File: config.mk
export PLATFORM = sky130hd
export DESIGN_NAME = stage_reg
export DESIGN_NICKNAME = d
export VERILOG_FILES = /design/src/verilog/cpu_pkg.sv /design/src/verilog/stage_reg.sv
export SDC_FILE = /design/constraint.sdc
export NUM_CORES = 1
export LEC_CHECK = 0
export BUFFER_PORTS_ARGS = -buffer_cell sky130_fd_sc_hd__clkbuf_2
export CAP_MARGIN = 5
export CORE_UTILIZATION = 40
export CTS_CLUSTER_SIZE = 12
export DETAILED_ROUTE_END_ITERATION = 16
export GPL_ROUTABILITY_DRIVEN = 0
export PLACE_DENSITY_LB_ADDON = 0.08
export SLEW_MARGIN = 10
export SYNTH_ARGS = -nofsm -noshare
export SYNTH_HDL_FRONTEND = slang
export SYNTH_SLANG_ARGS = --single-unit
export TNS_END_PERCENT = 30
File: constraint.sdc
create_clock -name clock -period 9 [get_ports clock]
set_input_delay 2.7 -clock clock [delete_from_list [all_inputs] [get_ports clock]]
set_output_delay 2.7 -clock clock [all_outputs]
set_load 0.03 [all_outputs]
File: src/verilog/cpu_pkg.sv
package cpu_pkg;

    localparam int XLEN        = 32;
    localparam int REG_ADDR_W  = 5;
    localparam int DRAM_WORDS  = 256;
    localparam int DRAM_ADDR_W = $clog2(DRAM_WORDS);  // Word index into data_ram

    typedef logic [XLEN-1:0]       data_t;
    typedef logic [REG_ADDR_W-1:0] reg_addr_t;

    localparam data_t RESET_PC = '0;

    // Major opcodes of the supported subset
    typedef enum logic [6:0] {
        OP_REG    = 7'b0110011,
        OP_IMM    = 7'b0010011,
        OP_LUI    = 7'b0110111,
        OP_LOAD   = 7'b0000011,
        OP_STORE  = 7'b0100011,
        OP_BRANCH = 7'b1100011
    } opcode_e;

    typedef enum logic [2:0] {
        ALU_ADD,
        ALU_SUB,
        ALU_AND,
        ALU_OR,
        ALU_XOR,
        ALU_SLT,
        ALU_PASS_B  // lui
    } alu_op_e;

    typedef struct packed {
        logic  valid;
        data_t pc;
        data_t instr;
    } fetch_t;

    typedef struct packed {
        logic      valid;
        data_t     pc;
        alu_op_e   alu_op;
        data_t     rs1_value;
        data_t     rs2_value;
        data_t     imm;
        logic      use_imm;    // Operand B from imm instead of rs2
        reg_addr_t rd;
        logic      reg_write;
        logic      mem_read;
        logic      mem_write;
        logic      branch;     // beq
    } decode_t;

    typedef struct packed {
        logic      valid;
        data_t     result;      // ALU result or memory address
        data_t     store_data;
        reg_addr_t rd;
        logic      reg_write;
        logic      mem_read;
        logic      mem_write;
    } exmem_t;

    // One retired register write
    typedef struct packed {
        logic      valid;
        reg_addr_t rd;
        data_t     value;
    } commit_t;

    typedef struct packed {
        logic  cyc;
        logic  stb;
        logic  we;
        data_t adr;
        data_t dat;
    } wb_req_t;

    typedef struct packed {
        logic  ack;
        data_t dat;
    } wb_rsp_t;

endpackage
File: src/verilog/stage_reg.sv
`timescale 1ns/100ps

// Pipeline buffer shared by all four stage boundaries
module stage_reg #(
    parameter type payload_t = cpu_pkg::fetch_t
) (
    input  logic     clock,
    input  logic     rst,
    input  logic     hold,
    input  logic     flush,
    input  payload_t d,
    output payload_t q
);

    always_ff @(posedge clock) begin
        if (rst || flush) begin
            q.valid <= 1'b0;  // Bubble keeps the stale payload bits
        end else if (!hold) begin
            q <= d;
        end
    end

endmodule

==> parameters.txt <==
Parameter                              Value

Run status
  Outcome ... finished, final reports clean

Critical path
  Number of cells on the critical path ... 1
  Required time of the worst setup path ... 6.30 ns
  Worst flop-to-flop path endpoint ... q[64]
  Cell-by-cell trace of the critical path ... clkbuf_2
  Slowest cell delay on critical path ... 0.39 ns
  WS Path Type ... register to primary output
  Depth of the most critical reg-to-reg path ... 2
  Buf+Inv Stages, Crit Path ... 1
  Endpoint arrival time on the critical path ... 0.91 ns
  Internal reg-to-reg setup slack ... 8.37 ns
  Slowest-stage cell, CP ... edfxtp_1
  Cell family with most CP delay ... flip-flops
  Kind of launch point of the worst setup path ... register
  Critical path fanouts, max ... 1
  Reg2reg start ... q[64]
  Origin of the worst setup path ... q[54]
  Crit path capture type ... primary output

CTS
  Post-CTS setup buffer count ... 0
  CTS Sinks ... 65
  Hold Buf Count CTS ... 0
  Total of cells resized after clock tree synthesis ... 0
  Root cell of the clock tree ... clkbuf_8
  Clock tree from TritonCTS ... built
  Clock insertion delay at the later pin of the skew report ... 0.32 ns
  Worst-path clk slew ... 0.06 ns
  Total clock buffers created by CTS ... 9
  Htree depth ... 3
  Number of buffers on the longest clock path ... 2

Synthesis
  Most repeated cell in the gate-level netlist after synthesis ... edfxtp_1
  List of most frequent post-synthesis cells ... edfxtp_1 (64), dfxtp_1 (1), mux2i_1 (1), nor3_1 (1), nor3_2 (1)
  Net count after synthesis ... 137
  Adder and majority gate portion of the synthesized area ... 0%
  Fraction of synthesized area in multiplexers ... 0.509%
  Synth Area in Simple Gates ... 0.763%
  Fraction of post-synthesis cell area in the top cell type by area ... 97.7%
  Mapped Cells ... 68
  Number of library cell types mapped by synthesis ... 5
  Number of enable flip-flop cells after synthesis ... 64
  Number of flip-flops and latches in the synthesized netlist ... 65
  Dominant register cell in the synthesized netlist ... edfxtp_1
  Cell area after technology mapping ... 1970 um^2
  Share of the synthesized area in compound gates (AO/OA/AOI/OAI) ... 0%
  Warnings, synthesis ... 0
  Largest family of logic cells by synthesized area ... simple AND/OR/NAND/NOR gates
  Parity-gate share of the synthesized area counting xor and xnor cells ... 0%
  Area leader, netlist ... edfxtp_1
  Share of synthesized area occupied by flip-flops and latches ... 98.7%
  Async SR Flop Fraction ... 0%
  Post-Syn Area per Cell ... 28.9 um^2
  Area contributors post-synth ... edfxtp_1 (98%), dfxtp_1 (1.0%), mux2i_1 (0.51%), nor3_2 (0.51%), nor3_1 (0.25%)

Drt
  Total routed wirelength ... 3850 um
  Post-detailed-route wirelength per cell ... 13.5 um
  Total DRC errors in the routed layout ... 0
  TritonRoute pass-1 iters ... 2
  Vias ... 1193
  Number of routed nets with antenna violations ... 0
  Number of vias per cell after detailed routing ... 4.19
  DRC violation total after the first TritonRoute iteration ... 45

Power and ir drop
  Worst VDD drop ... 0.123 mV
  LEAKAGE ... 1.26 nW
  Total Power ... 0.634 mW
  Power per unit of standard cell area ... 218 nW/um^2

Cells and area
  Nets ... 283
  Number of flip-flops under the largest register name ... 65
  Final design utilization ... 61.6%
  Area overhead of the layout relative to synthesis ... 48.0%
  Post-route cell area ... 2910 um^2
  Number of antenna cells inserted ... 0
  Fraction of layout instances using a drive strength above 1 ... 68.3%
  Layout Cells excl Fill ... 285
  Registers with the most flip-flops ... q x65
  Register with the most flip-flops ... q

STA
  Remaining max-slew budget at the tightest pin ... 72.1%
  Setup repair after global routing missed its margin ... false
  Slew at the pin closest to its max-slew limit ... 0.419 ns
  Achievable Freq ... 277 MHz
  Share of the clock period used by the worst path ... 40.1%
  Setup TNS Final ... 0 ns
  Final clock skew ... 0 ns
  Final number of setup-violating endpoints ... 0
  Max-slew violations ... 0
  Final count of hold timing violations ... 0
  Clock period minus worst slack ... 3.61 ns

Min path
  Sink of the worst hold path ... q[64]
  Min-delay worst type ... register to register
  Depth of the worst hold-timing path ... 2
  Startpoint of the lowest-slack hold path ... q[64]

GRT
  Final global-route overflow total ... 0
  Met2 track demand over resource ... 24.6%
  Antenna violations before repair ... 0
  First-pass GRT wire length ... 5400 um
  Largest net degree at the start of global routing ... 35
  Most heavily used metal layer in global routing ... met2
  Vias in the first global route ... 1189
  Overall track demand over capacity in global routing ... 15.1%
  Met3 layer usage reported by global route ... 6.94%
  Fraction of met1 tracks used by global routing ... 15.9%

Floorplanning
  CORE AREA ... 4720 um^2
  Initial Utilization ... 41.6%
  Die X-Extent ... 72.1 um
  Floorplan die area ... 5200 um^2
  Chip height ... 72.1 um
  Total number of placement rows ... 25
  Number of ports placed on the die boundary ... 134

Placement
  Number of port buffers ... 133
  Placed Area ... 2740 um^2
  Cell count after placement ... 270

Flow run
  Max-capacitance violation count ... 0
[power by group]
| part | switching [mW] | internal [mW] | leakage, nW |
|---|---|---|---|
| registers | 0.00363 | 0.348 | 0.596 |
| logic | 0.0406 | 0.0195 | 0.573 |
| clock network | 0.0982 | 0.124 | 0.0910 |
[through the flow]
stage	setup slack, ns	hold slack [ns]
global route	5.35	0.583
global placement	5.26	0.519
CTS	5.37	0.554
finish	5.39	0.552
floorplan	1.27	0.672
detailed placement	5.21	0.539
[final cells by class]
| cell class | count | area (um^2) |
|---|---|---|
| clock inverters | 5 | 47.5 |
| well taps | 67 | 83.8 |
| multi-input cells | 3 | 30.0 |
| flip-flops and latches | 65 | 1940 |
| fillers | 383 | 1810 |
| clock buffers | 10 | 128 |
| repair buffers | 135 | 681 |
[cells by family (layout without fill, tap and decap cells)]
kind of cell / Yosys count / after routing
buffers and inverters: 0 / 150
DFF: 65 / 65
and+or+nand+nor: 2 / 2
muxes: 1 / 1
[cells in the final DEF (no fill, tap or decap)]
cell type  Yosys  layout
buf_4          0       2
bufinv_16      0       1
clkbuf_1       0       1
clkbuf_2       0     133
clkbuf_8       0       9
clkinv_1       0       2
clkinv_2       0       2
dfxtp_1        1       1
edfxtp_1      64      64
mux2i_1        1       1
nor3_2         1       2
[metal layers]
| layer | vias up | wire [um] | share of wire (%) |
|---|---|---|---|
| met3 | 9 | 410 | 11 |
| met2 | 76 | 1980 | 51 |
| li1 | 568 | - | - |
| met1 | 540 | 1370 | 36 |
| met5 | - | 0 | 0 |
| met4 | 0 | 84 | 2.2 |
[worst max-delay path by stage]
stage	endpoint
CTS	q[54]
floorplan	q[0]
detailed placement	q[38]
finish	q[54]
global route	q[54]
global placement	q[31]
Note: power is estimated with default switching activity, not from simulation.
