**src/verilog/cpu_pkg.sv**
```systemverilog
package cpu_pkg;

    localparam int XLEN        = 32;
    localparam int REG_ADDR_W  = 5;
    localparam int DRAM_WORDS  = 256;
    localparam int DRAM_ADDR_W = $clog2(DRAM_WORDS);  // Word index into data_ram

    typedef logic [XLEN-1:0]       data_t;
    typedef logic [REG_ADDR_W-1:0] reg_addr_t;

    localparam data_t RESET_PC = '0;

    // Major opcodes of the supported subset
    typedef enum logic [6:0] {
        OP_REG    = 7'b0110011,
        OP_IMM    = 7'b0010011,
        OP_LUI    = 7'b0110111,
        OP_LOAD   = 7'b0000011,
        OP_STORE  = 7'b0100011,
        OP_BRANCH = 7'b1100011
    } opcode_e;

    typedef enum logic [2:0] {
        ALU_ADD,
        ALU_SUB,
        ALU_AND,
        ALU_OR,
        ALU_XOR,
        ALU_SLT,
        ALU_PASS_B  // lui
    } alu_op_e;

    typedef struct packed {
        logic  valid;
        data_t pc;
        data_t instr;
    } fetch_t;

    typedef struct packed {
        logic      valid;
        data_t     pc;
        alu_op_e   alu_op;
        data_t     rs1_value;
        data_t     rs2_value;
        data_t     imm;
        logic      use_imm;    // Operand B from imm instead of rs2
        reg_addr_t rd;
        logic      reg_write;
        logic      mem_read;
        logic      mem_write;
        logic      branch;     // beq
    } decode_t;

    typedef struct packed {
        logic      valid;
        data_t     result;      // ALU result or memory address
        data_t     store_data;
        reg_addr_t rd;
        logic      reg_write;
        logic      mem_read;
        logic      mem_write;
    } exmem_t;

    // One retired register write
    typedef struct packed {
        logic      valid;
        reg_addr_t rd;
        data_t     value;
    } commit_t;

    typedef struct packed {
        logic  cyc;
        logic  stb;
        logic  we;
        data_t adr;
        data_t dat;
    } wb_req_t;

    typedef struct packed {
        logic  ack;
        data_t dat;
    } wb_rsp_t;

endpackage
```
**src/verilog/register_bank.sv**
```systemverilog
`timescale 1ns/100ps

module register_bank (
    input  logic               clock,
    input  logic               rst,
    input  cpu_pkg::commit_t   write,
    input  cpu_pkg::reg_addr_t read_address1,
    input  cpu_pkg::reg_addr_t read_address2,
    output cpu_pkg::data_t     value1,
    output cpu_pkg::data_t     value2
);
    import cpu_pkg::*;

    data_t regs [2**REG_ADDR_W];

    // Same-cycle write shows through on the read side
    function automatic data_t read_port(reg_addr_t addr, commit_t wr, data_t stored);
        if (addr == '0) begin
            return '0;
        end
        if (wr.valid && (wr.rd == addr)) begin
            return wr.value;
        end
        return stored;
    endfunction

    always_ff @(posedge clock) begin
        if (rst) begin
            for (int i = 0; i < 2**REG_ADDR_W; i++) begin
                regs[i] <= '0;
            end
        end else if (write.valid && (write.rd != '0)) begin
            regs[write.rd] <= write.value;  // x0 never written
        end
    end

    assign value1 = read_port(read_address1, write, regs[read_address1]);
    assign value2 = read_port(read_address2, write, regs[read_address2]);

endmodule

```
**config.mk**
```make
export PLATFORM = sky130hd
export DESIGN_NAME = register_bank
export DESIGN_NICKNAME = d
export VERILOG_FILES = /design/src/verilog/cpu_pkg.sv /design/src/verilog/register_bank.sv
export SDC_FILE = /design/constraint.sdc
export NUM_CORES = 2
export LEC_CHECK = 0
export BUFFER_PORTS_ARGS = -buffer_cell sky130_fd_sc_hd__buf_2
export CAP_MARGIN = 0
export CORE_AREA = 2 2 441 224
export DETAILED_ROUTE_END_ITERATION = 16
export DIE_AREA = 0 0 443 226
export GPL_TIMING_DRIVEN = 0
export PLACE_DENSITY = 0.76
export SLEW_MARGIN = 20
export SYNTH_ARGS = -nofsm -noshare
export SYNTH_HDL_FRONTEND = slang
export SYNTH_SLANG_ARGS = --single-unit
```
**constraint.sdc**
```tcl
create_clock -name clock -period 2.6 [get_ports clock]
set_clock_uncertainty 0.15 [all_clocks]
set_input_delay 0.52 -clock clock [delete_from_list [all_inputs] [get_ports clock]]
set_output_delay 0.52 -clock clock [all_outputs]
set_load 0.02 [all_outputs]
```
==> impl_metrics.yaml <==
outcome:
  status: "finished with violations"
  violations: "negative setup slack"
critical_path:
  slowest_stage: "mux4_2"
  start_kind: "input port"
  cp.arrival_ns: 2.76
  worstSetupPathType: "input port to output pin"
  cp_cell_sequence: "buf_12 -> buf_16 -> buf_16 -> buf_4 -> buf_16 -> mux4_2 -> a22oi_2 -> nand2_1 -> a211o_1 -> buf_2"
  end_kind: "output pin"
  crit_fanout: 7
  max_stage_delay_ns: 0.59
  required_ns: 1.93
  crit_top_cell: "buf_16"
synth:
  synth-edff-count: 1024
  synthAdderAreaFrac_pct: 0
  synth-xor-area-share_pct: 0.1581
  synth-compound-area-share_pct: 5.731
  synth_common_cells: "edfxtp_1, and2_1, mux4_2"
  synthTopCellsByArea: "edfxtp_1, mux4_2, and2_1"
  yosysTopAreaCell: "edfxtp_1"
  yosysMostFrequentCell: "edfxtp_1"
  synthArstFlopShare_pct: 0
  synth_top_family_by_area: "multiplexers"
  synth_top_cell_area_share_pct: 55.52
  synth-simple-area-share_pct: 13.71
  syn_area_per_cell_sq_um: 14.41
  ys.flop_type: "edfxtp_1"
  synth.distinct_cells: 57
  syn_inst: 3843
  yosysSeqAreaShare_pct: 55.52
  synth_mux_area_share_pct: 21.19
  yosysWarnings: 0
  ys_ff_latch: 1024
  synthesis.area_sq_um: 55390
hold_path:
  holdPathStages: 2
  hold_class: "input port to register"
  hp-start: "write[6]"
  min_to: "regs[5][6]"
floorplan:
  num_rows: 81
  dieArea_sq_um: 100100
  chipWidth_um: 443
  initial_core_util_pct: 57.35
  core_sq_um: 96580
  io_pins: 114
  die_h_um: 226
power_and_ir_drop:
  power-per-cell-area_nw_per_um2: 628.1
  power.leakage_uw: 0.02375
  ir_worst_vdd_v: 0.0005210
global_route:
  grt_overflow: 0
  grt_pass1_wl_um: 321500
  grt_start_max_net_pins: 33
  antenna_found_initial: 15
  grt_use_total_pct: 48.36
  grt_pass1_vias: 38360
sta:
  max_freq_mhz: 291.4
  grt_setup_unrepaired: "true"
  worst_slack_ns: -0.8317
  slew_headroom_pct: 19.26
  final.period_utilization_pct: 132.0
  setup_viol: 274
  worst_pin_slew_ns: 1.211
  hold_viol_final: 0
  fin_crit_ns: 3.432
  maxSlewViolCount: 0
  tns_ns: -60.45
cells_and_area:
  layout_top_registers: "regs x1024"
  multi_input_area_sq_um: 25070
  final_nets: 4267
  final-seq-area_sq_um: 30750
  top_register: "regs"
  area_delta_synth_final_pct: 21.84
  drive_gt1_share_pct: 33.50
  fillers: 6350
  largest_register_ffs: 1024
  final_core_util_pct: 69.87
run:
  drv_cap: 0
cts:
  numCtsBuffers: 92
  clock-root-buffer: "clkbuf_16"
  clk_path_buf_depth: 3
  holdBufCountCts: 0
  cts_tree: "done"
  htree_num_levels: 3
  path_clk_slew_ns: 0.07
  cts_sinks: 1024
drt:
  routed-via-count: 42430
  routed_wl_um: 248200
  drt-initial-drc-count: 9438
  drc_errors: 0
  ant_nets: 0
  avgViaCountPerCell: 7.588
  routedWlPerCell_um: 44.38
  firstDrtPassIters: 9
place:
  routabilityCongestion: 1.112
  dpl.hpwl_um: 170500
  port_buffers: 104
==> per-layer routing <==
layer	global-route usage, %	wire length (um)	vias to the layer above
li1	-	-	15530
met1	64.51	87060	21130
met2	60.82	91920	4895
met3	30.32	52620	861
met4	22.80	15820	26
met5	1.635	744	-
==> cells by family after synthesis <==
| logic type | after synthesis |
|---|---|
| AOI/OAI and AO/OA | 436 |
| xor gates and xnor gates | 10 |
| buffers and inverters | 420 |
| DFF | 1024 |
| muxes | 685 |
| other | 1 |
| and+or+nand+nor | 1267 |
==> power breakdown <==
part           internal, uW  total (uW)  switching, uW
clock network          8380       15300           6910
logic                  3010        7510           4500
registers             19100       19600            513
==> area by class of cell <==
cell class / instances / area share (%)
flip-flops and latches: 1024 / 45.57
multi-input cells: 2436 / 37.16
plain buffers: 417 / 5.889
repair buffers: 244 / 4.255
clock buffers: 111 / 3.612
well taps: 1286 / 2.384
clock inverters: 59 / 1.077
diodes: 13 / 0.04821
inverters: 2 / 0.01112
==> critical path, delay by kind of cell <==
| kind | cells | cell delay [ns] |
|---|---|---|
| and+or+nand+nor | 1 | 0.08 |
| buffers and inverters | 6 | 0.98 |
| muxes | 1 | 0.59 |
| AOI/OAI and AO/OA | 2 | 0.54 |
==> worst max path at each step <==
stage | start | endpoint | slack, ns | cells after the start
final | read_address2[0] | value2[28] | -0.83 | 10
after global placement | read_address1[4] | value1[3] | -2.39 | 8
after floorplan | read_address2[0] | value2[31] | -0.09 | 7
after detailed placement | read_address1[2] | value1[22] | -1.69 | 8
after CTS | read_address2[0] | value2[17] | -0.75 | 9
after global routing | read_address2[0] | value2[26] | -0.82 | 11
==> placed cells by master, fill, tap and decap left out, types with 20 or more instances in the layout <==
cell       Yosys  routed
clkbuf_4       0      23
nand2_1       53      43
and2_1       994     994
mux2i_1      238     198
nor3_2         1      21
or2_4          0      34
clkbuf_8       0      24
o21ai_1        1      26
nor2_1        74      26
clkinv_1       0      22
a22oi_1       79      53
nor2_2         0      38
a22oi_2        0      26
mux2i_4        0      28
edfxtp_1    1024    1024
a31oi_1       25      20
buf_2         71      54
a32o_2         0      32
buf_4         17      92
buf_16         0      49
clkbuf_1     277     214
buf_6         24      95
conb_1         1      32
buf_8          6      25
clkbuf_2       1      20
nor2b_1       25      23
buf_12         4      58
a211oi_1      52      24
a211oi_2       0      23
clkbuf_16      0     117
mux4_2       381     383
mux2_2        64      63
o22ai_1       57      46
o21ai_2        0      20
==> per-stage QoR <==
stage	setup WS (ns)	hold WS (ns)	power, uW	cells	cell area, sq um
final	-0.8317	0.04877	42380	5592	67480
after global routing	-0.8182	0.05212	42640	5581	67450
after floorplan	-0.09022	0.5682	23170	3874	56610
after CTS	-0.7527	0.01571	41070	5503	65550
after detailed placement	-1.695	0.7719	25660	5265	58780
after global placement	-2.388	0.7609	25580	5264	58740
==> timing repair <==
action,CTS,global route
buffers inserted,57,56
cloned,11,22
endpoints found under the setup margin,935,843
gates resized for setup,657,226
pin swaps,80,87
No activity file was read; power rests on OpenSTA's default activity.
