==> config.mk <==
export PLATFORM = sky130hd
export DESIGN_NAME = decode
export DESIGN_NICKNAME = d
export VERILOG_FILES = /design/src/verilog/cpu_pkg.sv /design/src/verilog/decode.sv
export SDC_FILE = /design/constraint.sdc
export NUM_CORES = 1
export LEC_CHECK = 0
export BUFFER_PORTS_ARGS = -buffer_cell sky130_fd_sc_hd__clkbuf_2
export CORE_AREA = 3 3 190 192
export DETAILED_ROUTE_END_ITERATION = 6
export DIE_AREA = 0 0 193 195
export GPL_TIMING_DRIVEN = 0
export PLACE_DENSITY = 0.33
export SYNTH_ARGS = -nofsm -noshare
export SYNTH_HDL_FRONTEND = slang
export SYNTH_SLANG_ARGS = --single-unit
==> constraint.sdc <==
create_clock -name vclk -period 1.87
set_input_delay 0.2805 -clock vclk [all_inputs]
set_output_delay 0.2805 -clock vclk [all_outputs]
set_load 0.05 [all_outputs]
==> src/verilog/cpu_pkg.sv <==
package cpu_pkg;

    localparam int XLEN        = 32;
    localparam int REG_ADDR_W  = 5;
    localparam int DRAM_WORDS  = 256;
    localparam int DRAM_ADDR_W = $clog2(DRAM_WORDS);  // Word index into data_ram

    typedef logic [XLEN-1:0]       data_t;
    typedef logic [REG_ADDR_W-1:0] reg_addr_t;

    localparam data_t RESET_PC = '0;

    // Major opcodes of the supported subset
    typedef enum logic [6:0] {
        OP_REG    = 7'b0110011,
        OP_IMM    = 7'b0010011,
        OP_LUI    = 7'b0110111,
        OP_LOAD   = 7'b0000011,
        OP_STORE  = 7'b0100011,
        OP_BRANCH = 7'b1100011
    } opcode_e;

    typedef enum logic [2:0] {
        ALU_ADD,
        ALU_SUB,
        ALU_AND,
        ALU_OR,
        ALU_XOR,
        ALU_SLT,
        ALU_PASS_B  // lui
    } alu_op_e;

    typedef struct packed {
        logic  valid;
        data_t pc;
        data_t instr;
    } fetch_t;

    typedef struct packed {
        logic      valid;
        data_t     pc;
        alu_op_e   alu_op;
        data_t     rs1_value;
        data_t     rs2_value;
        data_t     imm;
        logic      use_imm;    // Operand B from imm instead of rs2
        reg_addr_t rd;
        logic      reg_write;
        logic      mem_read;
        logic      mem_write;
        logic      branch;     // beq
    } decode_t;

    typedef struct packed {
        logic      valid;
        data_t     result;      // ALU result or memory address
        data_t     store_data;
        reg_addr_t rd;
        logic      reg_write;
        logic      mem_read;
        logic      mem_write;
    } exmem_t;

    // One retired register write
    typedef struct packed {
        logic      valid;
        reg_addr_t rd;
        data_t     value;
    } commit_t;

    typedef struct packed {
        logic  cyc;
        logic  stb;
        logic  we;
        data_t adr;
        data_t dat;
    } wb_req_t;

    typedef struct packed {
        logic  ack;
        data_t dat;
    } wb_rsp_t;

endpackage
==> src/verilog/decode.sv <==
`timescale 1ns/100ps

module decode (
    input  logic               clock,
    input  cpu_pkg::fetch_t    in_instr,
    output cpu_pkg::reg_addr_t rs1_addr,
    output cpu_pkg::reg_addr_t rs2_addr,
    input  cpu_pkg::data_t     rs1_value,
    input  cpu_pkg::data_t     rs2_value,
    input  cpu_pkg::decode_t   ex_entry,
    input  cpu_pkg::exmem_t    mem_entry,
    output logic               hazard,
    output cpu_pkg::decode_t   decoded
);
    import cpu_pkg::*;

    data_t      instr;
    reg_addr_t  rd;
    logic [2:0] funct3;
    logic [6:0] funct7;
    data_t      imm_i;
    data_t      imm_s;
    data_t      imm_b;
    data_t      imm_u;
    logic       supported;
    logic       uses_rs1;
    logic       uses_rs2;
    logic       rs1_busy;
    logic       rs2_busy;

    // Register still owed by an instruction in execute or memory
    function automatic logic owed(reg_addr_t addr, decode_t ex, exmem_t mem);
        logic from_ex;
        logic from_mem;
        from_ex  = ex.valid && ex.reg_write && (ex.rd == addr);
        from_mem = mem.valid && mem.reg_write && (mem.rd == addr);
        return (addr != '0) && (from_ex || from_mem);
    endfunction

    assign instr    = in_instr.instr;
    assign rd       = instr[11:7];
    assign funct3   = instr[14:12];
    assign funct7   = instr[31:25];
    assign rs1_addr = instr[19:15];
    assign rs2_addr = instr[24:20];

    assign imm_i = {{20{instr[31]}}, instr[31:20]};
    assign imm_s = {{20{instr[31]}}, instr[31:25], instr[11:7]};
    assign imm_b = {{19{instr[31]}}, instr[31], instr[7], instr[30:25], instr[11:8], 1'b0};
    assign imm_u = {instr[31:12], 12'b0};

    always_comb begin
        supported         = 1'b0;
        uses_rs1          = 1'b0;
        uses_rs2          = 1'b0;
        decoded           = '0;
        decoded.pc        = in_instr.pc;
        decoded.rs1_value = rs1_value;
        decoded.rs2_value = rs2_value;
        decoded.rd        = rd;
        decoded.alu_op    = ALU_ADD;
        case (instr[6:0])
            OP_REG: begin
                uses_rs1          = 1'b1;
                uses_rs2          = 1'b1;
                decoded.reg_write = 1'b1;
                supported         = 1'b1;
                case ({funct7, funct3})
                    {7'b0000000, 3'b000}: decoded.alu_op = ALU_ADD;
                    {7'b0100000, 3'b000}: decoded.alu_op = ALU_SUB;
                    {7'b0000000, 3'b111}: decoded.alu_op = ALU_AND;
                    {7'b0000000, 3'b110}: decoded.alu_op = ALU_OR;
                    {7'b0000000, 3'b100}: decoded.alu_op = ALU_XOR;
                    {7'b0000000, 3'b010}: decoded.alu_op = ALU_SLT;
                    default:              supported      = 1'b0;
                endcase
            end
            OP_IMM: begin  // addi only
                uses_rs1          = 1'b1;
                decoded.imm       = imm_i;
                decoded.use_imm   = 1'b1;
                decoded.reg_write = 1'b1;
                supported         = (funct3 == 3'b000);
            end
            OP_LUI: begin
                decoded.imm       = imm_u;
                decoded.use_imm   = 1'b1;
                decoded.alu_op    = ALU_PASS_B;
                decoded.reg_write = 1'b1;
                supported         = 1'b1;
            end
            OP_LOAD: begin
                uses_rs1          = 1'b1;
                decoded.imm       = imm_i;
                decoded.use_imm   = 1'b1;
                decoded.mem_read  = 1'b1;
                decoded.reg_write = 1'b1;
                supported         = (funct3 == 3'b010);  // lw
            end
            OP_STORE: begin
                uses_rs1          = 1'b1;
                uses_rs2          = 1'b1;
                decoded.imm       = imm_s;
                decoded.use_imm   = 1'b1;
                decoded.mem_write = 1'b1;
                supported         = (funct3 == 3'b010);  // sw
            end
            OP_BRANCH: begin
                uses_rs1       = 1'b1;
                uses_rs2       = 1'b1;
                decoded.imm    = imm_b;
                decoded.branch = 1'b1;
                supported      = (funct3 == 3'b000);  // beq
            end
            default: begin
                supported = 1'b0;  // Anything else is a bubble
            end
        endcase
        decoded.valid = in_instr.valid && supported;
        if (rd == '0) begin
            decoded.reg_write = 1'b0;
        end
    end

    assign rs1_busy = owed(rs1_addr, ex_entry, mem_entry);
    assign rs2_busy = owed(rs2_addr, ex_entry, mem_entry);

    // Interlock in place of forwarding
    assign hazard = decoded.valid && ((uses_rs1 && rs1_busy) || (uses_rs2 && rs2_busy));

endmodule

==> key figures <==
Worst setup path
  • Worst-path fanout max: 3
  • Critical Path End Type: output port
  • Crit path cell chain: buf_8 > nand3b_4 > buf_6 > buf_6 > nor3_4 > buf_6 > a41o_2 > o211a_4 > clkbuf_16
  • CP peak stage delay: ~0.24 ns
  • Most common cell on crit path: buf_6
  • Worst endpoint required time: 1.59 ns
  • CP max stage cell: nor3_4
  • CP Launch Type: input port
  • CP arrival: ~1.7 ns
  • Critical path class: in2out

GRT
  • Global-route wire length before repair: 15.9 mm
  • Largest net degree at the start of global routing: 11
  • Total GRT Usage: 5.74%
  • Vias in the first global route: between 2,000 and 2,500
  • Grt ovf: 0
  • Initial antenna violation count: 4

STA
  • Setup-failing EPs final: 22
  • Fmax: 0.495 GHz
  • Max_slew headroom: 73.9%
  • Worst Tran Pin Value: 0.390 ns
  • Setup TNS: -2.76 ns
  • Final hold vios: 0
  • Share of the clock period used by the worst path: 108%
  • PnR worst setup slack: -0.151 ns
  • RSZ-0062 raised after global routing: yes
  • Fin crit period: 2.02 ns
  • Final Max Tran Viols: 0

Route
  • WL final: 12.1 mm
  • Initial DRC count: 28
  • Wire length per cell: 13.2 um
  • Via/cell ratio: 2.58
  • DRT antenna net count: 0
  • Initial DRT Pass Iterations: 3
  • DRC Markers: 0
  • Via count: 2,357

Layout
  • Register area: 0 um2
  • FFs & Latches: 0
  • Area of the multi-input gates: 0.00103 mm2
  • Final core occ: 12.2%
  • Number of clock buffers in the layout: 0
  • Synth-to-Final Area Change: 140%
  • Fillcell total: 4,012
  • Nets: 805
  • Layout cells sized above 1: 80.8%
  • Antenna cells: 0

Synthesis
  • Distinct cell type count after synthesis: 38
  • Synth Area per Inst: 7.12 um2
  • Share of the synthesized area in the top cell type: 48.9%
  • Mapped cell area: 0.00175 mm2
  • Seq/Total Area, Yosys: 0%
  • Ys Warns: 0
  • Largest area contributor in the netlist: buf_4
  • Synth top cells by count: buf_4, a21o_1, xor2_1, nor2_1
  • Count leader, synth: buf_4
  • Largest cells by area after synthesis: buf_4, a21o_1, xor2_1, nor2_1, and2_1
  • Post-Syn Nets: 591
  • Synth Instances: 246

Run status
  • Outcome: finished, violations left
  • Violated checks: setup timing

Floorplanning
  • DIE WIDTH: 193 um
  • Starting Density: 5.07%
  • Core Region: 0.0345 mm2
  • Die Span Y: 195 um
  • Die ar.: between 0.03 and 0.04 mm2
  • Boundary pin count: 498
  • Row cnt: 68

Clock tree
  • Hold buffer count at CTS: 0

Placed design
  • Dpl hpwl: 10.5 mm
  • Buffers on Ports: 196
  • GPL Wtd Cong: 0.643

Min path
  • Hold WC Path Type: in2out

Power and ir drop
  • Leak: ~2.2 nW
  • Power per cell area: 261 mW/mm2
  • Max VDD drop: between 0.09 and 0.1 mV

Job
  • Max-cap violations: 0
-- power breakdown --
group	switching [mW]	internal (mW)
logic	0.724	0.373
registers	0	0
clock network	0	0
-- metrics by stage --
step                power, mW  std cells  setup WS (ns)  cell area [um2]  hold slack [ns]
finish                   1.10        913         -0.151             4200            0.889
detailed placement       1.04        897         -0.992             3330            0.889
floorplan               0.777        246         -0.290             1780            0.728
global route             1.16        913         -0.223             4200            0.892
CTS                      1.10        912         -0.177             4060            0.890
global placement         1.04        897         -0.968             3330            0.890
-- placed cells by master, fill, tap and decap left out, types with 2 or more instances in the layout --
master       n
a21o_1       9
a21o_4      10
a21oi_1      3
a21oi_2      2
a22oi_1      5
and2_4       8
buf_12       3
buf_2        2
buf_4      122
buf_6       10
buf_8       21
clkbuf_16   12
clkbuf_2   153
clkbuf_4     5
clkbuf_8     4
nand2_1      5
nand2_2      2
nand2b_1     2
nand4_1      4
nor2_1      14
nor2b_1      2
nor3_1       2
nor3_4       2
nor4_1       4
o21a_1       2
or3_4        2
or4_1        2
xnor2_1      5
xor2_1      16
-- path summary, 6_finish.rpt --
kind,slack (ns),startpoint,cells after the start,end
hold / removal,0.89,rs2_value[18],2,decoded[60]
setup / recovery,-0.15,in_instr[3],9,hazard
-- worst max-delay path: cells and delay by family --
family	cells	cell delay [ns]
and+or+nand+nor	2	0.39
AOI/OAI and AO/OA	2	0.41
buffers and inverters	5	0.65
-- kinds of logic after synthesis --
| logic type | after synthesis | share of synthesized area [%] |
|---|---|---|
| buffers and inverters | 123 | 52.1 |
| and+or+nand+nor | 60 | 19.4 |
| AOI/OAI and AO/OA | 41 | 17.4 |
| xor gates and xnor gates | 21 | 10.5 |
| muxes | 1 | 0.572 |
-- per-layer routing --
layer	GRT usage (%)	up-vias	part of all wire, %
met5	0	-	0.38
met4	0.214	8	0.54
met3	1.22	10	9.8
met2	10.8	167	51
met1	6.99	1030	38
li1	-	1142	-
-- final cells by class --
type / instances / area share [%]
Tap cell: 455 / 13.5
Multi-Input combinational cell: 123 / 24.4
Inverter: 1 / 0.119
Buffer: 119 / 21.8
Timing Repair Buffer: 215 / 40.1
-- repair_timing --
item                                    CTS  global route
setup buffers                            15             4
pin swaps                                14            24
cloned                                    2             0
resized for setup                       118            62
endpoints found under the setup margin   33            35
Note: power is estimated with default switching activity, not from simulation.
