## src/verilog/cpu_pkg.sv

```systemverilog
package cpu_pkg;

    localparam int XLEN        = 32;
    localparam int REG_ADDR_W  = 5;
    localparam int DRAM_WORDS  = 256;
    localparam int DRAM_ADDR_W = $clog2(DRAM_WORDS);  // Word index into data_ram

    typedef logic [XLEN-1:0]       data_t;
    typedef logic [REG_ADDR_W-1:0] reg_addr_t;

    localparam data_t RESET_PC = '0;

    // Major opcodes of the supported subset
    typedef enum logic [6:0] {
        OP_REG    = 7'b0110011,
        OP_IMM    = 7'b0010011,
        OP_LUI    = 7'b0110111,
        OP_LOAD   = 7'b0000011,
        OP_STORE  = 7'b0100011,
        OP_BRANCH = 7'b1100011
    } opcode_e;

    typedef enum logic [2:0] {
        ALU_ADD,
        ALU_SUB,
        ALU_AND,
        ALU_OR,
        ALU_XOR,
        ALU_SLT,
        ALU_PASS_B  // lui
    } alu_op_e;

    typedef struct packed {
        logic  valid;
        data_t pc;
        data_t instr;
    } fetch_t;

    typedef struct packed {
        logic      valid;
        data_t     pc;
        alu_op_e   alu_op;
        data_t     rs1_value;
        data_t     rs2_value;
        data_t     imm;
        logic      use_imm;    // Operand B from imm instead of rs2
        reg_addr_t rd;
        logic      reg_write;
        logic      mem_read;
        logic      mem_write;
        logic      branch;     // beq
    } decode_t;

    typedef struct packed {
        logic      valid;
        data_t     result;      // ALU result or memory address
        data_t     store_data;
        reg_addr_t rd;
        logic      reg_write;
        logic      mem_read;
        logic      mem_write;
    } exmem_t;

    // One retired register write
    typedef struct packed {
        logic      valid;
        reg_addr_t rd;
        data_t     value;
    } commit_t;

    typedef struct packed {
        logic  cyc;
        logic  stb;
        logic  we;
        data_t adr;
        data_t dat;
    } wb_req_t;

    typedef struct packed {
        logic  ack;
        data_t dat;
    } wb_rsp_t;

endpackage
```

## src/verilog/memory.sv

```systemverilog
`timescale 1ns/100ps

module memory (
    input  logic             clock,
    input  logic             rst,
    input  logic             enable,
    input  cpu_pkg::exmem_t  in_entry,
    output logic             mem_busy,
    output cpu_pkg::wb_req_t wb_req,
    input  cpu_pkg::wb_rsp_t wb_rsp,
    output cpu_pkg::commit_t out_commit
);
    import cpu_pkg::*;

    // Waiting means acked but the pipeline was paused
    typedef enum logic {ST_IDLE, ST_WAIT} mem_state_e;

    mem_state_e state_q;
    logic       access;
    logic       issuing;
    data_t      load_q;
    data_t      load_data;

    assign access  = in_entry.valid && (in_entry.mem_read || in_entry.mem_write);
    assign issuing = access && (state_q == ST_IDLE);

    always_comb begin
        wb_req.cyc = issuing;
        wb_req.stb = issuing;
        wb_req.we  = in_entry.mem_write;
        wb_req.adr = in_entry.result;
        wb_req.dat = in_entry.store_data;
    end

    assign mem_busy = issuing && !wb_rsp.ack;

    always_ff @(posedge clock) begin
        if (rst) begin
            state_q <= ST_IDLE;
        end else begin
            case (state_q)
                ST_IDLE: if (issuing && wb_rsp.ack && !enable) state_q <= ST_WAIT;
                ST_WAIT: if (enable) state_q <= ST_IDLE;  // Entry moves on this edge
            endcase
        end
    end

    always_ff @(posedge clock) begin
        if (wb_rsp.ack) begin
            load_q <= wb_rsp.dat;
        end
    end

    assign load_data = (state_q == ST_WAIT) ? load_q : wb_rsp.dat;

    always_comb begin
        out_commit.valid = in_entry.valid && in_entry.reg_write && !mem_busy;  // sw never
        out_commit.rd    = in_entry.rd;
        out_commit.value = in_entry.mem_read ? load_data : in_entry.result;
    end

endmodule

```

## config.mk

```make
export PLATFORM = sky130hd
export DESIGN_NAME = memory
export DESIGN_NICKNAME = d
export VERILOG_FILES = /design/src/verilog/cpu_pkg.sv /design/src/verilog/memory.sv
export SDC_FILE = /design/constraint.sdc
export NUM_CORES = 1
export LEC_CHECK = 0
export CORE_AREA = 10 10 75 77
export CTS_CLUSTER_DIAMETER = 40
export DETAILED_ROUTE_END_ITERATION = 8
export DIE_AREA = 0 0 85 87
export DONT_BUFFER_PORTS = 1
export PLACE_DENSITY = 0.69
export RECOVER_POWER = 50
export SYNTH_ARGS = -nofsm -noshare
export SYNTH_HDL_FRONTEND = slang
export SYNTH_SLANG_ARGS = --single-unit
```

## constraint.sdc

```tcl
create_clock -name clock -period 1.1 [get_ports clock]
set_input_delay 0.055 -clock clock [delete_from_list [all_inputs] [get_ports clock]]
set_output_delay 0.055 -clock clock [all_outputs]
set_load 0.01 [all_outputs]
```

==> impl_metrics.json, run 1 <==
{
  "nets": 305,
  "netlist_area_um2": 2280,
  "power_density_nw_per_um2": 1120,
  "grt_pass1_wl_um": 8870,
  "path_clk_slew_ns": 0.07,
  "hold_buffers": 35,
  "root_buffer": "clkbuf_8",
  "synthMuxAreaShare_pct": 14.1,
  "finish.instance_area_um2": 2580,
  "status": "finished with violations",
  "peakVddDrop_v": 0.000594,
  "hold_violations": 32,
  "worstPathMaxFanout": 13,
  "portBuffers": 0,
  "insertion_delay_ns": 0.27,
  "drt-wirelength-per-cell_um": 24.2,
  "ctsLongestPathBuffers": 2,
  "synth_ff_type": "edfxtp_1",
  "whs_ns": -0.114,
  "cts_max_level": 2,
  "cp_top_family": "flip-flops",
  "dpl_cell_area_um2": 1770,
  "die_y_um": 87,
  "drc_errors": 0,
  "ys_seq_area_share_pct": 43.1,
  "die_w_um": 85,
  "grt_max_degree": 67,
  "synthTopCellsByCount": "72 x buf_4, 33 x nor2_1, 32 x a21oi_1, 32 x edfxtp_1, 32 x mux2i_1",
  "finalCritPeriodShare_pct": 125,
  "setup_viol": 36,
  "required_ns": 1.04,
  "diodes": 0,
  "power.total_mw": 2.89,
  "cts_tree": "yes",
  "vias_per_cell": 5.76,
  "ys_async_sr_fraction_pct": 0,
  "postSynthCellCount": 219,
  "yosysTopAreaCell": "edfxtp_1",
  "hold_path_class": "in -> reg",
  "hpwlAfterDp_um": 4040,
  "drv_cap": 0,
  "io_pins": 215,
  "synth_top_family_by_area": "buffers and inverters",
  "synth_adder_area_share_pct": 0,
  "drt-total-wl_um": 6010,
  "cellLeakagePower_nw": 0.868,
  "violations": "negative hold slack, negative setup slack",
  "fin_skew_ns": 0,
  "timing.fmax_ghz": 0.730,
  "grt_usage_pct": 15.2,
  "top_layer_used": "met4",
  "dpl_worst_slack_ns": 0.0297,
  "place.gp.congestion": 0.698,
  "path_cells": "buf_12 -> buf_4 -> mux2i_1 -> a21oi_2",
  "maxSlewHeadroom_pct": 39.1,
  "route.met3.wl_um": 583,
  "cp-end-kind": "primary output",
  "met2_length_um": 3220,
  "fin_crit_ns": 1.37,
  "die-area_um2": 7400,
  "syn_nets": 328,
  "dr.pass1.iters": 2,
  "ant_nets": 0,
  "slew_violations": 0,
  "grt-ovfl-total": 0,
  "area_growth_pct": 13.5,
  "fin_ws_ns": -0.270,
  "drtIter0Drc": 73,
  "yosys.area.top_type_share_pct": 42.2,
  "synth-edff-count": 32,
  "core_um2": 4230,
  "row_count": 24,
  "whs_path_depth": 0,
  "cts_buffers": 5,
  "cts_sinks": 33,
  "cp_num_buf_inv": 2,
  "synth_xor_area_share_pct": 0,
  "drive_above_1_share_pct": 37.6,
  "ys_ff_latch": 33,
  "grt_pass1_vias": 1578,
  "worstSetupPathDepth": 4,
  "antenna_found_initial": 0,
  "synth_compound_area_share_pct": 8.63,
  "cp_slowest_cell": "dfxtp_4",
  "crit_path_start_kind": "register",
  "yosysWarnings": 0,
  "cpPeakStageDelay_ns": 0.40,
  "wl_met1_um": 2000,
  "vias": 1434,
  "finalSetupTns_ns": -6.67,
  "r2r_cells": 3,
  "arrival_ns": 1.31,
  "grt_setup_unrepaired": "yes",
  "ys_types": 16,
  "synthTopCellsByArea": "edfxtp_1 42%, buf_4 24%, mux2i_1 14%, a21oi_1 7.0%, nor2_1 5.4%",
  "crit_type": "reg -> out",
  "syn_avg_cell_area_um2": 10.4,
  "synth_simple_gate_area_share_pct": 5.66,
  "start_util_pct": 53.8,
  "tightest_slew_ns": 0.903,
  "synth.most_common_cell": "buf_4"
}
power by group:
part	leakage [nW]	total (mW)	switching [mW]	internal, mW
combinational	0.501	0.515	0.233	0.282
clock	0.0450	0.853	0.415	0.438
sequential	0.322	1.52	0.0362	1.49
repair_timing:
action | 4_1_cts | 5_1_grt
pin swaps | 3 | 10
gates resized for setup | 42 | 12
setup endpoints to repair | 36 | 36
endpoints found under the hold margin | 65 | 32
gates cloned | 2 | 0
buffers inserted | 2 | 8
flip-flops by register name, indices dropped and copies added, names as in the netlist:
name and cells:
load_q 32, state_q 1
stage by stage:
| step | std cells | utilization (%) |
|---|---|---|
| 6_report | 249 | 61.0 |
| 5_1_grt | 249 | 61.0 |
| 4_1_cts | 241 | 57.6 |
| 3_5_place_dp | 194 | 41.7 |
| 3_3_place_gp | 194 | 41.7 |
| 2_1_floorplan | 219 | - |
area by class of cell:
cell class	count	area, um2
clock buffers	6	72.6
clock inverters	2	10.0
fillers	346	1650
inverters	1	3.75
multi-input cells	102	840
flip-flops and latches	33	985
well taps	52	65.1
repair buffers	53	608
cells by family (layout without fill, tap and decap cells):
family	after synthesis	count (layout)
buffers and inverters	84	62
muxes	32	32
and+or+nand+nor	34	34
DFF	33	33
AOI/OAI and AO/OA	36	36
worst paths after layout:
kind / slack, ns / endpoint / from
setup / recovery: -0.27 / out_commit[7] / state_q$_SDFF_PP0_
hold / removal: -0.11 / load_q[12]$_DFFE_PP_ / wb_rsp[32]
setup reg to reg: 0.30 / state_q$_SDFF_PP0_ / state_q$_SDFF_PP0_
hold reg to reg: 0.66 / state_q$_SDFF_PP0_ / state_q$_SDFF_PP0_
layer usage:
| metal | track usage, % | vias up |
|---|---|---|
| met2 | 26.4 | 74 |
| met4 | 9.13 | 0 |
| met3 | 7.30 | 32 |
| li1 | - | 634 |
| met1 | 14.1 | 694 |
| met5 | 0 | - |
worst register-to-register path, cell delays in order (launching register included):
cell and delay [ns]:
dfxtp_4 0.40, buf_4 0.13, inv_1 0.04, a211oi_2 0.16
layout by cell type, fill, tap and decap left out:
| cell type | netlist | layout |
|---|---|---|
| edfxtp_1 | 32 | 32 |
| mux2i_2 | 0 | 14 |
| o211ai_1 | 1 | 1 |
| buf_12 | 3 | 6 |
| mux2i_1 | 32 | 18 |
| inv_1 | 1 | 1 |
| clkinv_2 | 0 | 2 |
| buf_6 | 1 | 2 |
| clkbuf_8 | 0 | 5 |
| a21oi_2 | 0 | 30 |
| buf_4 | 72 | 8 |
| a21oi_1 | 32 | 2 |
| o21ai_0 | 1 | 1 |
| dlygate4sd3_1 | 0 | 35 |
| buf_16 | 0 | 2 |
| nor2_1 | 33 | 32 |
| o311a_4 | 0 | 1 |
| dfxtp_4 | 0 | 1 |
| nor2_4 | 0 | 1 |
| clkbuf_1 | 1 | 1 |
| nor3_4 | 0 | 1 |
| a211oi_2 | 1 | 1 |
Power figures use the tool's default switching activity.
==> run 2, diff against run 1 <==
--- a/config.mk
+++ b/config.mk
@@ -5,12 +5,12 @@
 export SDC_FILE = /design/constraint.sdc
 export NUM_CORES = 1
 export LEC_CHECK = 0
-export CORE_AREA = 10 10 75 77
+export CORE_MARGIN = 10
+export CORE_UTILIZATION = 57
 export CTS_CLUSTER_DIAMETER = 40
 export DETAILED_ROUTE_END_ITERATION = 8
-export DIE_AREA = 0 0 85 87
 export DONT_BUFFER_PORTS = 1
-export PLACE_DENSITY = 0.69
+export PLACE_DENSITY = 0.74
 export RECOVER_POWER = 50
 export SYNTH_ARGS = -nofsm -noshare
 export SYNTH_HDL_FRONTEND = slang
==> constraint.sdc (replaced) <==
create_clock -name clock -period 1.2 [get_ports clock]
set_input_delay 0.06 -clock clock [delete_from_list [all_inputs] [get_ports clock]]
set_output_delay 0.06 -clock clock [all_outputs]
set_load 0.01 [all_outputs]
==> impl_metrics.json, run 2 (same netlist as run 1, synthesis figures left out) <==
{
  "power.total_mw": 2.65,
  "largestRegisters": "load_q x32, state_q x1",
  "grt_max_degree": 67,
  "grt-ovfl-total": 0,
  "antenna_found_initial": 0,
  "nFillCells": 276,
  "vias": 1496,
  "cp_slowest_cell": "dfxtp_4",
  "cts_tree": "yes",
  "largest_register_ffs": 32,
  "regArea_um2": 985,
  "status": "finished with violations",
  "root_buffer": "clkbuf_8",
  "fin_ws_ns": -0.174,
  "dpl_worst_slack_ns": 0.0974,
  "timing.fmax_ghz": 0.728,
  "whs_path_depth": 0,
  "drv_cap": 0,
  "drtIter0Drc": 78,
  "switchingPower_mw": 0.611,
  "slew_violations": 0,
  "grt_setup_unrepaired": "yes",
  "r2r_end": "state_q$_SDFF_PP0_",
  "multi_input_area_um2": 828,
  "fin_skew_ns": 0,
  "nets": 313,
  "ant_nets": 0,
  "diodes": 0,
  "drive_above_1_share_pct": 31.4,
  "grt_usage_pct": 19.0,
  "pwr-share-seq_pct": 52.8,
  "insertion_delay_ns": 0.27,
  "drc_errors": 0,
  "fin_crit_ns": 1.37,
  "row_count": 22,
  "cp-end-kind": "primary output",
  "cellLeakagePower_nw": 0.890,
  "crit_type": "reg -> out",
  "reg2reg_slack_ns": 0.14,
  "registers.top_by_ff_count": "load_q",
  "dr.pass1.iters": 4,
  "die-area_um2": 6920,
  "required_ns": 1.14,
  "switching_share_pct": 23.0,
  "power_density_nw_per_um2": 1020,
  "drt-wirelength-per-cell_um": 28.6,
  "hold_path_end": "load_q[17]$_DFFE_PP_",
  "core_um2": 3770,
  "clock_power_share_pct": 28.0,
  "path_clk_slew_ns": 0.06,
  "start_util_pct": 60.4,
  "finalCritPeriodShare_pct": 114,
  "place.gp.congestion": 0.728,
  "worstPathMaxFanout": 7,
  "grt_pass1_wl_um": 10400,
  "cts_sinks": 33,
  "setup_viol": 36,
  "cpPeakStageDelay_ns": 0.40,
  "hold_violations": 32,
  "final_common_cell": "dlygate4sd3_1",
  "min_from": "wb_rsp[32]",
  "peakVddDrop_v": 0.000832,
  "arrival_ns": 1.31,
  "grt_pass1_vias": 1641,
  "maxSlewHeadroom_pct": 36.0,
  "area_growth_pct": 14.7,
  "layout_common_cells": "35 x dlygate4sd3_1, 32 x nor2_1, 32 x edfxtp_1",
  "portBuffers": 0,
  "crit-reg2reg-launch": "state_q$_SDFF_PP0_",
  "whs_ns": -0.104,
  "hpwlAfterDp_um": 4930,
  "cts_buffers": 5,
  "hold_path_class": "in -> reg",
  "vias_per_cell": 5.94,
  "p_int_mw": 2.04,
  "violations": "negative hold slack, negative setup slack",
  "io_pins": 215,
  "die_w_um": 83.2,
  "combPwrFrac_pct": 19.2,
  "r2r_cells": 5,
  "crit_path_start_kind": "register",
  "cts_max_level": 2,
  "tightest_slew_ns": 0.950,
  "path_cells": "buf_12 -> buf_16 -> mux2i_2 -> a21oi_2",
  "drt-total-wl_um": 7200,
  "hold_buffers": 35,
  "die_y_um": 83.2,
  "ctsLongestPathBuffers": 2
}
==> run 2: changes by cell type in the layout (fill, tap and decap cells not counted), moves of 2 or more <==
cell	delta
buf_4	+9
buf_12	-3
clkinv_2	-2
mux2i_4	+3
a21oi_2	-16
a21oi_1	+13
mux2i_1	+3
a21oi_4	+3
mux2i_2	-6
==> run 2: per-stage QoR <==
stage / utilization (%) / area, um2 / std cells / TNS (ns)
2_1_floorplan: - / 2280 / 219 / 0
3_3_place_gp: 48.8 / 1840 / 202 / 0
3_5_place_dp: 48.8 / 1840 / 202 / 0
4_1_cts: 66.9 / 2520 / 251 / -4.28
5_1_grt: 69.2 / 2610 / 252 / -6.47
6_report: 69.2 / 2610 / 252 / -4.28
==> run 2: timing repair <==
item,in CTS,in global routing
pin swaps,21,1
buffers inserted,4,1
endpoints found under the hold margin,65,32
gates cloned,3,0
resized for setup,34,13
endpoints found under the setup margin,34,36
==> run 2: how the worst max path moves through the flow <==
| stage | cells after the start | to | startpoint | slack [ns] |
|---|---|---|---|---|
| 6_report | 4 | out_commit[27] | state_q$_SDFF_PP0_ | -0.17 |
| 5_1_grt | 4 | out_commit[27] | state_q$_SDFF_PP0_ | -0.22 |
| 4_1_cts | 3 | out_commit[37] | state_q$_SDFF_PP0_ | -0.18 |
| 3_5_place_dp | 4 | out_commit[25] | state_q$_SDFF_PP0_ | 0.1 |
| 3_3_place_gp | 4 | out_commit[29] | state_q$_SDFF_PP0_ | 0.17 |
| 2_1_floorplan | 4 | out_commit[10] | state_q$_SDFF_PP0_ | 0.23 |
==> run 2: critical path: cells and delay by family, from the launching register on <==
kind                   cells  cell delay [ns]
AOI/OAI and AO/OA          1             0.11
buffers and inverters      2             0.26
DFF                        1             0.40
muxes                      1             0.27
==> run 2: final cells by class <==
| class | count | area share (%) |
|---|---|---|
| Clock inverter | 1 | 0.144 |
| Inverter | 1 | 0.144 |
| Multi-Input combinational cell | 102 | 31.7 |
| Clock buffer | 6 | 2.78 |
| Timing Repair Buffer | 61 | 25.2 |
| Tap cell | 48 | 2.30 |
| Sequential cell | 33 | 37.7 |
==> run 2: power groups by stage <==
stage	registers, mW	clock network [mW]	logic (mW)
finish	1.40	0.744	0.510
global route	1.41	0.825	0.545
CTS	1.40	0.772	0.480
detailed placement	1.42	0	0.305
global placement	1.41	0	0.303
floorplan	1.40	0	0.495
==> run 2: metal layers <==
layer  GRT usage (%)  vias up  wire length (um)
li1                -      653                 -
met4            7.38        0               227
met5               0        -                 0
met1            15.5      698              2040
met3            12.6       24               962
met2            34.7      121              3970
